$ cat config.mk
export PLATFORM = sky130hd
export DESIGN_NAME = ccu_snoop_ctrl
export DESIGN_NICKNAME = d
export VERILOG_FILES = /design/src/verilog/ccu_pkg.sv /design/src/verilog/ccu_snoop_ctrl.sv /design/src/verilog/resp_collector.sv /design/src/verilog/pending_fifo.sv /design/src/verilog/snoop_issue_fsm.sv /design/src/verilog/req_intake.sv
export VERILOG_INCLUDE_DIRS = /design/src /design/src/verilog
export SDC_FILE = /design/constraint.sdc
export NUM_CORES = 1
export LEC_CHECK = 0
export BUFFER_PORTS_ARGS = -buffer_cell sky130_fd_sc_hd__buf_2
export CAP_MARGIN = 20
export CORE_MARGIN = 3
export CORE_UTILIZATION = 25
export DETAILED_ROUTE_END_ITERATION = 7
export GPL_ROUTABILITY_DRIVEN = 0
export SLEW_MARGIN = 10
export SYNTH_ARGS = -nofsm -noshare
export SYNTH_HDL_FRONTEND = slang
export SYNTH_SLANG_ARGS = --single-unit
$ cat constraint.sdc
create_clock -name clk_i -period 6.4 [get_ports clk_i]
set_input_delay 1.28 -clock clk_i [delete_from_list [all_inputs] [get_ports clk_i]]
set_output_delay 1.28 -clock clk_i [all_outputs]
set_load 0.005 [all_outputs]
$ cat src/verilog/ccu_defs.svh
`ifndef CCU_DEFS_SVH
`define CCU_DEFS_SVH

// Cached masters on the interconnect
`define CCU_NUM_MST    4
`define CCU_MST_IDX_W  2

`define CCU_ADDR_W     32

// Transaction tag below the master index
`define CCU_TAG_W      4

// Requests that were snooped and wait for CR
`define CCU_FIFO_DEPTH 4

`endif
$ cat src/verilog/ccu_pkg.sv
`default_nettype none

`include "ccu_defs.svh"

package ccu_pkg;

    // ACE snoop codes
    typedef enum logic [3:0] {
        READ_ONCE     = 4'b0000,
        READ_SHARED   = 4'b0001,
        READ_UNIQUE   = 4'b0111,
        CLEAN_INVALID = 4'b1001
    } snoop_e;

    typedef struct packed {
        logic [`CCU_ADDR_W-1:0]    addr;
        logic [`CCU_MST_IDX_W-1:0] mst_idx;
        logic [`CCU_TAG_W-1:0]     tag;
        snoop_e                    snoop;
    } axi_req_t;

    typedef struct packed {
        logic [`CCU_ADDR_W-1:0] addr;
        snoop_e                 snoop;
    } snoop_ac_t;

    // Same bit order as CRRESP[3:0]
    typedef struct packed {
        logic is_shared;
        logic pass_dirty;
        logic error;
        logic data_transfer;
    } cr_resp_t;

    typedef struct packed {
        axi_req_t req;
        logic     is_write;
    } pend_t;

    typedef enum logic [1:0] {
        SEND_AXI_REQ_R,
        SEND_AXI_REQ_W,
        SEND_AXI_REQ_WRITE_BACK_W
    } mu_op_e;

endpackage

`default_nettype wire

$ cat src/verilog/ccu_snoop_ctrl.sv
`timescale 1ns/1ps
`default_nettype none

`include "ccu_defs.svh"

module ccu_snoop_ctrl import ccu_pkg::*; (
    input  logic                        clk_i,
    input  logic                        rst_ni,
    // Write and read request channels
    input  axi_req_t                    aw_i,
    input  logic                        aw_valid_i,
    output logic                        aw_ready_o,
    input  axi_req_t                    ar_i,
    input  logic                        ar_valid_i,
    output logic                        ar_ready_o,
    // Snoop channels to the masters
    output snoop_ac_t                   ac_o,
    output logic [`CCU_NUM_MST-1:0]     ac_valid_o,
    input  logic [`CCU_NUM_MST-1:0]     ac_ready_i,
    input  logic [`CCU_NUM_MST-1:0]     cr_valid_i,
    output logic [`CCU_NUM_MST-1:0]     cr_ready_o,
    input  cr_resp_t [`CCU_NUM_MST-1:0] cr_resp_i,
    // Snoop unit and memory unit
    output logic                        su_req_o,
    input  logic                        su_gnt_i,
    output logic                        mu_req_o,
    input  logic                        mu_gnt_i,
    output mu_op_e                      mu_op_o,
    output axi_req_t                    pend_o,
    output logic                        shared_o,
    output logic                        dirty_o,
    output logic [`CCU_MST_IDX_W-1:0]   first_responder_o
);

    logic     offer_valid, offer_is_write, take;
    axi_req_t offer;
    logic     push, pop, fifo_full, fifo_empty;
    pend_t    push_data, head;

    req_intake req_intake_i (
        .clk_i, .rst_ni, .aw_i, .aw_valid_i, .aw_ready_o, .ar_i, .ar_valid_i, .ar_ready_o,
        .take_i(take), .offer_valid_o(offer_valid), .offer_o(offer),
        .offer_is_write_o(offer_is_write)
    );

    snoop_issue_fsm snoop_issue_fsm_i (
        .clk_i, .rst_ni, .offer_valid_i(offer_valid), .offer_i(offer),
        .offer_is_write_i(offer_is_write), .fifo_full_i(fifo_full), .ac_ready_i,
        .take_o(take), .push_o(push), .push_data_o(push_data), .ac_o, .ac_valid_o
    );

    pending_fifo pending_fifo_i (
        .clk_i, .rst_ni, .push_i(push), .data_i(push_data), .pop_i(pop),
        .full_o(fifo_full), .empty_o(fifo_empty), .head_o(head)
    );

    resp_collector resp_collector_i (
        .clk_i, .rst_ni, .empty_i(fifo_empty), .head_i(head), .cr_valid_i, .cr_resp_i,
        .su_gnt_i, .mu_gnt_i, .pop_o(pop), .cr_ready_o, .su_req_o, .mu_req_o, .mu_op_o,
        .pend_o, .shared_o, .dirty_o, .first_responder_o
    );

endmodule

`default_nettype wire

$ cat src/verilog/resp_collector.sv
`timescale 1ns/1ps
`default_nettype none

`include "ccu_defs.svh"

module resp_collector import ccu_pkg::*; (
    input  logic                      clk_i,
    input  logic                      rst_ni,
    input  logic                      empty_i,
    input  pend_t                     head_i,
    input  logic [`CCU_NUM_MST-1:0]   cr_valid_i,
    input  cr_resp_t [`CCU_NUM_MST-1:0] cr_resp_i,
    input  logic                      su_gnt_i,
    input  logic                      mu_gnt_i,
    output logic                      pop_o,
    output logic [`CCU_NUM_MST-1:0]   cr_ready_o,
    output logic                      su_req_o,
    output logic                      mu_req_o,
    output mu_op_e                    mu_op_o,
    output axi_req_t                  pend_o,
    output logic                      shared_o,
    output logic                      dirty_o,
    output logic [`CCU_MST_IDX_W-1:0] first_responder_o
);

    localparam int unsigned IDX_W = `CCU_MST_IDX_W;

    logic [`CCU_NUM_MST-1:0]     resp_mask_q;
    logic [`CCU_NUM_MST-1:0]     init_oh;
    logic [`CCU_NUM_MST-1:0]     cr_hs;
    cr_resp_t [`CCU_NUM_MST-1:0] resp_q;
    logic                        all_resp;
    logic                        has_data;

    assign init_oh    = {{(`CCU_NUM_MST-1){1'b0}}, 1'b1} << head_i.req.mst_idx;
    assign cr_ready_o = empty_i ? '0 : ~(resp_mask_q | init_oh);
    assign cr_hs      = cr_valid_i & cr_ready_o;
    assign all_resp   = !empty_i && (&(resp_mask_q | init_oh));

    // --------------------
    // CR capture
    // --------------------
    always_ff @(posedge clk_i or negedge rst_ni) begin
        if (!rst_ni) begin
            resp_mask_q <= '0;
        end else if (pop_o) begin
            resp_mask_q <= '0;
        end else begin
            resp_mask_q <= resp_mask_q | cr_hs;
        end
    end

    always_ff @(posedge clk_i) begin
        for (int i = 0; i < `CCU_NUM_MST; i++) begin
            if (cr_hs[i]) begin
                resp_q[i] <= cr_resp_i[i];
            end
        end
    end

    // Walk downwards so the lowest index with data is kept
    always_comb begin
        shared_o          = 1'b0;
        dirty_o           = 1'b0;
        has_data          = 1'b0;
        first_responder_o = '0;
        for (int i = `CCU_NUM_MST - 1; i >= 0; i--) begin
            if (resp_mask_q[i]) begin
                shared_o = shared_o | resp_q[i].is_shared;
                dirty_o  = dirty_o | resp_q[i].pass_dirty;
                if (resp_q[i].data_transfer && !resp_q[i].error) begin
                    has_data          = 1'b1;
                    first_responder_o = IDX_W'(i);
                end
            end
        end
    end

    // --------------------
    // Dispatch
    // --------------------
    assign su_req_o = all_resp && !head_i.is_write && has_data;
    assign mu_req_o = all_resp && (head_i.is_write || !has_data);
    assign pop_o    = (su_req_o && su_gnt_i) || (mu_req_o && mu_gnt_i);
    assign pend_o   = head_i.req;

    always_comb begin
        if (!head_i.is_write) begin
            mu_op_o = SEND_AXI_REQ_R;
        end else if (has_data) begin
            mu_op_o = SEND_AXI_REQ_WRITE_BACK_W;
        end else begin
            mu_op_o = SEND_AXI_REQ_W;
        end
    end

endmodule

`default_nettype wire

$ cat src/verilog/pending_fifo.sv
`timescale 1ns/1ps
`default_nettype none

`include "ccu_defs.svh"

module pending_fifo import ccu_pkg::*; (
    input  logic  clk_i,
    input  logic  rst_ni,
    input  logic  push_i,
    input  pend_t data_i,
    input  logic  pop_i,
    output logic  full_o,
    output logic  empty_o,
    output pend_t head_o
);

    localparam int unsigned PTR_W = $clog2(`CCU_FIFO_DEPTH);
    localparam int unsigned CNT_W = $clog2(`CCU_FIFO_DEPTH + 1);

    pend_t            mem_q [`CCU_FIFO_DEPTH];
    logic [PTR_W-1:0] wr_ptr_q, rd_ptr_q;
    logic [CNT_W-1:0] cnt_q;
    logic             do_push, do_pop;

    assign full_o  = (cnt_q == CNT_W'(`CCU_FIFO_DEPTH));
    assign empty_o = (cnt_q == '0);
    assign do_push = push_i && !full_o;
    assign do_pop  = pop_i && !empty_o;
    assign head_o  = mem_q[rd_ptr_q];

    always_ff @(posedge clk_i or negedge rst_ni) begin
        if (!rst_ni) begin
            wr_ptr_q <= '0;
            rd_ptr_q <= '0;
            cnt_q    <= '0;
        end else begin
            if (do_push) begin
                wr_ptr_q <= (wr_ptr_q == PTR_W'(`CCU_FIFO_DEPTH - 1)) ? '0 : wr_ptr_q + 1'b1;
            end
            if (do_pop) begin
                rd_ptr_q <= (rd_ptr_q == PTR_W'(`CCU_FIFO_DEPTH - 1)) ? '0 : rd_ptr_q + 1'b1;
            end
            cnt_q <= cnt_q + CNT_W'(do_push) - CNT_W'(do_pop);
        end
    end

    always_ff @(posedge clk_i) begin
        if (do_push) begin
            mem_q[wr_ptr_q] <= data_i;
        end
    end

endmodule

`default_nettype wire

$ cat src/verilog/snoop_issue_fsm.sv
`timescale 1ns/1ps
`default_nettype none

`include "ccu_defs.svh"

module snoop_issue_fsm import ccu_pkg::*; (
    input  logic                    clk_i,
    input  logic                    rst_ni,
    input  logic                    offer_valid_i,
    input  axi_req_t                offer_i,
    input  logic                    offer_is_write_i,
    input  logic                    fifo_full_i,
    input  logic [`CCU_NUM_MST-1:0] ac_ready_i,
    output logic                    take_o,
    output logic                    push_o,
    output pend_t                   push_data_o,
    output snoop_ac_t               ac_o,
    output logic [`CCU_NUM_MST-1:0] ac_valid_o
);

    typedef enum logic {
        IDLE,
        BUSY
    } state_e;

    state_e                  state_q, state_d;
    // Masters done with the current AC, initiator included
    logic [`CCU_NUM_MST-1:0] done_q, done_d;
    logic [`CCU_NUM_MST-1:0] ac_hs;
    logic [`CCU_NUM_MST-1:0] init_oh;
    snoop_ac_t               ac_q;
    snoop_ac_t               ac_new;

    assign init_oh    = {{(`CCU_NUM_MST-1){1'b0}}, 1'b1} << offer_i.mst_idx;
    assign ac_valid_o = (state_q == BUSY) ? ~done_q : '0;
    assign ac_hs      = ac_valid_o & ac_ready_i;
    assign ac_o       = ac_q;

    // Writes invalidate every other copy
    always_comb begin
        ac_new.addr  = offer_i.addr;
        ac_new.snoop = offer_is_write_i ? CLEAN_INVALID : offer_i.snoop;
    end

    assign push_o               = take_o;
    assign push_data_o.req      = offer_i;
    assign push_data_o.is_write = offer_is_write_i;

    // --------------------
    // Next state
    // --------------------
    always_comb begin
        state_d = state_q;
        done_d  = done_q;
        take_o  = 1'b0;
        case (state_q)
            IDLE: begin
                if (offer_valid_i && !fifo_full_i) begin
                    take_o  = 1'b1;
                    done_d  = init_oh;
                    state_d = BUSY;
                end
            end
            BUSY: begin
                done_d = done_q | ac_hs;
                if (&done_d) begin
                    state_d = IDLE;
                end
            end
            default: begin
                state_d = IDLE;
            end
        endcase
    end

    always_ff @(posedge clk_i or negedge rst_ni) begin
        if (!rst_ni) begin
            state_q <= IDLE;
            done_q  <= '0;
        end else begin
            state_q <= state_d;
            done_q  <= done_d;
        end
    end

    always_ff @(posedge clk_i) begin
        if (take_o) begin
            ac_q <= ac_new;
        end
    end

endmodule

`default_nettype wire

$ cat src/verilog/req_intake.sv
`timescale 1ns/1ps
`default_nettype none

module req_intake import ccu_pkg::*; (
    input  logic     clk_i,
    input  logic     rst_ni,
    input  axi_req_t aw_i,
    input  logic     aw_valid_i,
    output logic     aw_ready_o,
    input  axi_req_t ar_i,
    input  logic     ar_valid_i,
    output logic     ar_ready_o,
    input  logic     take_i,
    output logic     offer_valid_o,
    output axi_req_t offer_o,
    output logic     offer_is_write_o
);

    axi_req_t aw_q;
    axi_req_t ar_q;
    logic     aw_valid_q;
    logic     ar_valid_q;
    // Write side wins a tie while set
    logic     prio_w_q;

    assign aw_ready_o = !aw_valid_q;
    assign ar_ready_o = !ar_valid_q;

    // --------------------
    // Channel holders
    // --------------------
    always_ff @(posedge clk_i or negedge rst_ni) begin
        if (!rst_ni) begin
            aw_valid_q <= 1'b0;
            ar_valid_q <= 1'b0;
        end else begin
            if (aw_valid_i && aw_ready_o) begin
                aw_valid_q <= 1'b1;
            end else if (take_i && offer_is_write_o) begin
                aw_valid_q <= 1'b0;
            end
            if (ar_valid_i && ar_ready_o) begin
                ar_valid_q <= 1'b1;
            end else if (take_i && !offer_is_write_o) begin
                ar_valid_q <= 1'b0;
            end
        end
    end

    always_ff @(posedge clk_i) begin
        if (aw_valid_i && aw_ready_o) begin
            aw_q <= aw_i;
        end
        if (ar_valid_i && ar_ready_o) begin
            ar_q <= ar_i;
        end
    end

    // --------------------
    // Round robin
    // --------------------
    assign offer_valid_o    = aw_valid_q || ar_valid_q;
    assign offer_is_write_o = aw_valid_q && (!ar_valid_q || prio_w_q);
    assign offer_o          = offer_is_write_o ? aw_q : ar_q;

    always_ff @(posedge clk_i or negedge rst_ni) begin
        if (!rst_ni) begin
            prio_w_q <= 1'b1;
        end else if (take_i) begin
            prio_w_q <= !offer_is_write_o;
        end
    end

endmodule

`default_nettype wire

==> flow_summary_export.csv <==
group,metric,value,unit
synthesis,post_synth_num_cell_types,39,
route,drc,0,
sta,finalSetupViolations,0,
power,powerDensity,524,nW/µm²
route,wl_per_cell,18.3,µm
sta,period_needed,4.37,ns
grt,antenna_found_initial,1,
clock_network,cts_tree,"done",
layout,nNetsFinal,991,
route,wl_met2,13100,µm
layout,area_growth,26.3,%
grt,grt_max_degree,51,
route,first_pass_iters,5,
clock_network,cts_hold_buf,0,
sta,fin_tns_setup,0,ns
layout,layout_commonest_cell,"edfxtp_1",
clock_network,cts_sinks,327,
route,viasPerCell,4.14,
placement,port_buffers,209,
clock_network,postCtsSetupRepairBufs,0,
clock_network,max-clock-path-buffers,3,
clock_network,cts_buffers,38,
worst_setup_path,critPathRequiredTime,5.12,ns
worst_setup_path,critPathArrivalTime,3.09,ns
sta,hold_viol,0,
placement,dpl_cell_area,13900,µm²
worst_setup_path,crit_path_start_kind,"flip-flop",
synthesis,ys_seq_area_share,80.9,%
floorplanning,start_util,25.5,%
placement,dpl.hpwl,17200,µm
synthesis,syn_area,12000,µm²
grt,track_usage,10.9,%
min_path,hold_depth,2,
clock_network,cts_resized,0,
route,top_layer_used,"met5",
route,wl_met1,12000,µm
grt,grt_pass1_vias,6498,
synthesis,synth_edf_count,308,
worst_setup_path,crit_family,"flip-flops",
sta,finalCritPeriodShare,68.2,%
sta,rsz0062_at_grt,"false",
route,first_iter_violations,363,
layout,layout_common_cells,"308 x edfxtp_1, 209 x buf_2, 121 x nand2_1",
worst_setup_path,timing.rr.start,"pending_fifo_i.rd_ptr_q[1]",
synthesis,ys_seq_elements,327,
synthesis,syn_avg_cell_area,19.0,µm²
layout,layout-drive-gt1-share,38.2,%
worst_setup_path,crit_chain,"buf_4, mux4_2, a21oi_2, nor2_1, o311ai_4, nor3_1, buf_2",
worst_setup_path,crit_path_max_incr_delay,0.76,ns
clock_network,clkLatencyLatePin,0.53,ns
worst_setup_path,crit_buf_inv,2,
floorplanning,fp.dieH,225,µm
synthesis,ys.flop_type,"edfxtp_1",
worst_setup_path,critPathMaxFanout,24,
sta,drv_slew,0,
worst_setup_path,path_class,"flip-flop to output port",
sta,max_slew.worst_pin.slew,0.782,ns
grt,grt_pass1_wl,40900,µm
worst_setup_path,cpMaxStageDelayCell,"dfrtp_2",
route,met3_length,1960,µm
route,routed_wl,27600,µm
worst_setup_path,r2r_cells,13,
floorplanning,core,47100,µm²
synthesis,async_flop_share,5.81,%
power,irDropWorstVdd,0.285,mV
clock_network,htree_levels,2,
min_path,hold_path.class,"flip-flop to flip-flop",
run_status,status,"finished, final reports clean",
floorplanning,fp.dieW,225,µm
clock_network,clk_pin_slew,0.06,ns
sta,timing.fmax,0.229,GHz
floorplanning,num_io_pins,210,
grt,gr-total-overflow,0,
worst_setup_path,endpoint_kind,"output port",
sta,slew_headroom,47.9,%
run,cap_violations,0,
min_path,min-delay-start,"req_intake_i.prio_w_q",
synthesis,syn_nets,753,
route,vias,6244,
route,antenna_left,0,
floorplanning,dieArea,50700,µm²
clock_network,clockRootBuffer,"clkbuf_16",
floorplanning,rows,79,
synthesis,yosysWarnings,0,
layout,fin_area,15200,µm²
worst_setup_path,r2r-end,"pending_fifo_i.cnt_q[2]",
min_path,whs_endpoint,"req_intake_i.prio_w_q",
power,p_leak,5.57,nW
worst_setup_path,r2r_slack,2.59,ns
sta,skew,0.0135,ns
synthesis,synthCells,631,
[through the flow]
step                cells  hold WS (ns)  setup slack [ns]  util [%]  power (W)
detailed placement   1436         0.521              2.49      29.5    0.00585
global route         1506         0.558              1.77      32.3    0.00846
floorplan             631         0.482              2.80         -    0.00475
global placement     1436         0.509              2.55      29.5    0.00579
finish               1507         0.528              2.03      32.3    0.00796
CTS                  1506         0.534              1.91      32.3    0.00815
[how the worst max path moves through the flow]
stage / start / end / slack, ns / cells after the start
after CTS: pending_fifo_i.rd_ptr_q[1] / su_req_o / 1.91 / 7
after detailed placement: pending_fifo_i.rd_ptr_q[1] / pending_fifo_i.cnt_q[2] / 2.49 / 13
after global routing: pending_fifo_i.rd_ptr_q[1] / su_req_o / 1.77 / 7
after floorplan: ar_valid_i / req_intake_i.ar_q[0] / 2.80 / 1
final: pending_fifo_i.rd_ptr_q[1] / su_req_o / 2.03 / 7
after global placement: pending_fifo_i.rd_ptr_q[1] / su_req_o / 2.55 / 7
[power breakdown]
group | internal, W | switching [W] | leakage (nW)
combinational | 0.000855 | 0.00135 | 1.88
sequential | 0.00324 | 0.000272 | 3.06
clock | 0.00139 | 0.000862 | 0.636
[area by class of cell]
cell class,instances,area (µm²)
Fill cell,4538,31900
Sequential cell,327,9730
Multi-Input combinational cell,273,2210
Timing Repair Buffer,218,1110
Clock buffer,48,1060
Tap cell,607,759
Clock inverter,22,263
Inverter,11,41.3
Antenna cell,1,2.50
[worst reg2reg max path, stage by stage (launching register included)]
cell	delay, ns
dfrtp_2	0.76
buf_4	0.44
mux4_2	0.44
a21oi_2	0.19
nor2_1	0.09
o311ai_4	0.40
nor2_4	0.12
ha_1	0.31
inv_1	0.06
ha_1	0.13
inv_1	0.05
fa_1	0.40
xnor2_1	0.20
xnor2_1	0.14
[layer usage]
metal,up-vias,global-route usage (%)
met5,-,0
met4,2,3.26
met3,42,3.19
met2,195,17.8
met1,3104,14.0
li1,2901,-
[sequential cells by signal, indices dropped and copies added (netlist names)]
name                          flops
req_intake_i.aw_valid_q           1
resp_collector_i.resp_mask_q      4
req_intake_i.ar_q                42
req_intake_i.prio_w_q             1
resp_collector_i.resp_q          16
pending_fifo_i.mem_q            172
pending_fifo_i.cnt_q              3
snoop_issue_fsm_i.ac_o           36
req_intake_i.aw_q                42
req_intake_i.ar_valid_q           1
pending_fifo_i.wr_ptr_q           2
snoop_issue_fsm_i.done_q          4
pending_fifo_i.rd_ptr_q           2
snoop_issue_fsm_i.state_q         1
[synthesized netlist by cell type (2+ instances only)]
| master | number | area share, % |
|---|---|---|
| a21o_1 | 3 | 0.19 |
| a21oi_1 | 9 | 0.37 |
| a22oi_1 | 4 | 0.25 |
| and2_1 | 10 | 0.52 |
| and3_1 | 3 | 0.16 |
| and3b_1 | 2 | 0.15 |
| buf_1 | 7 | 0.22 |
| clkbuf_1 | 12 | 0.37 |
| dfrtp_1 | 18 | 3.7 |
| edfxtp_1 | 308 | 77 |
| ha_1 | 7 | 0.73 |
| inv_1 | 10 | 0.31 |
| mux2_4 | 2 | 0.25 |
| mux2i_1 | 2 | 0.17 |
| mux4_2 | 43 | 8.1 |
| nand2_1 | 121 | 3.8 |
| nand2b_1 | 2 | 0.10 |
| nor2_1 | 18 | 0.56 |
| nor2b_1 | 10 | 0.52 |
| nor3_1 | 6 | 0.25 |
| nor3b_1 | 2 | 0.12 |
| o21ai_0 | 12 | 0.50 |
| o21ai_1 | 2 | 0.083 |
| o22ai_1 | 2 | 0.10 |
| xnor2_1 | 2 | 0.15 |
[cell families after synthesis]
logic type / share of synthesized area (%)
fa+ha+maj: 0.895
mux: 8.57
flops: 80.9
simple gates: 6.51
buf+inv: 1.03
compound gates: 1.95
xor+xnor: 0.146
No activity file was read; power rests on OpenSTA's default activity.
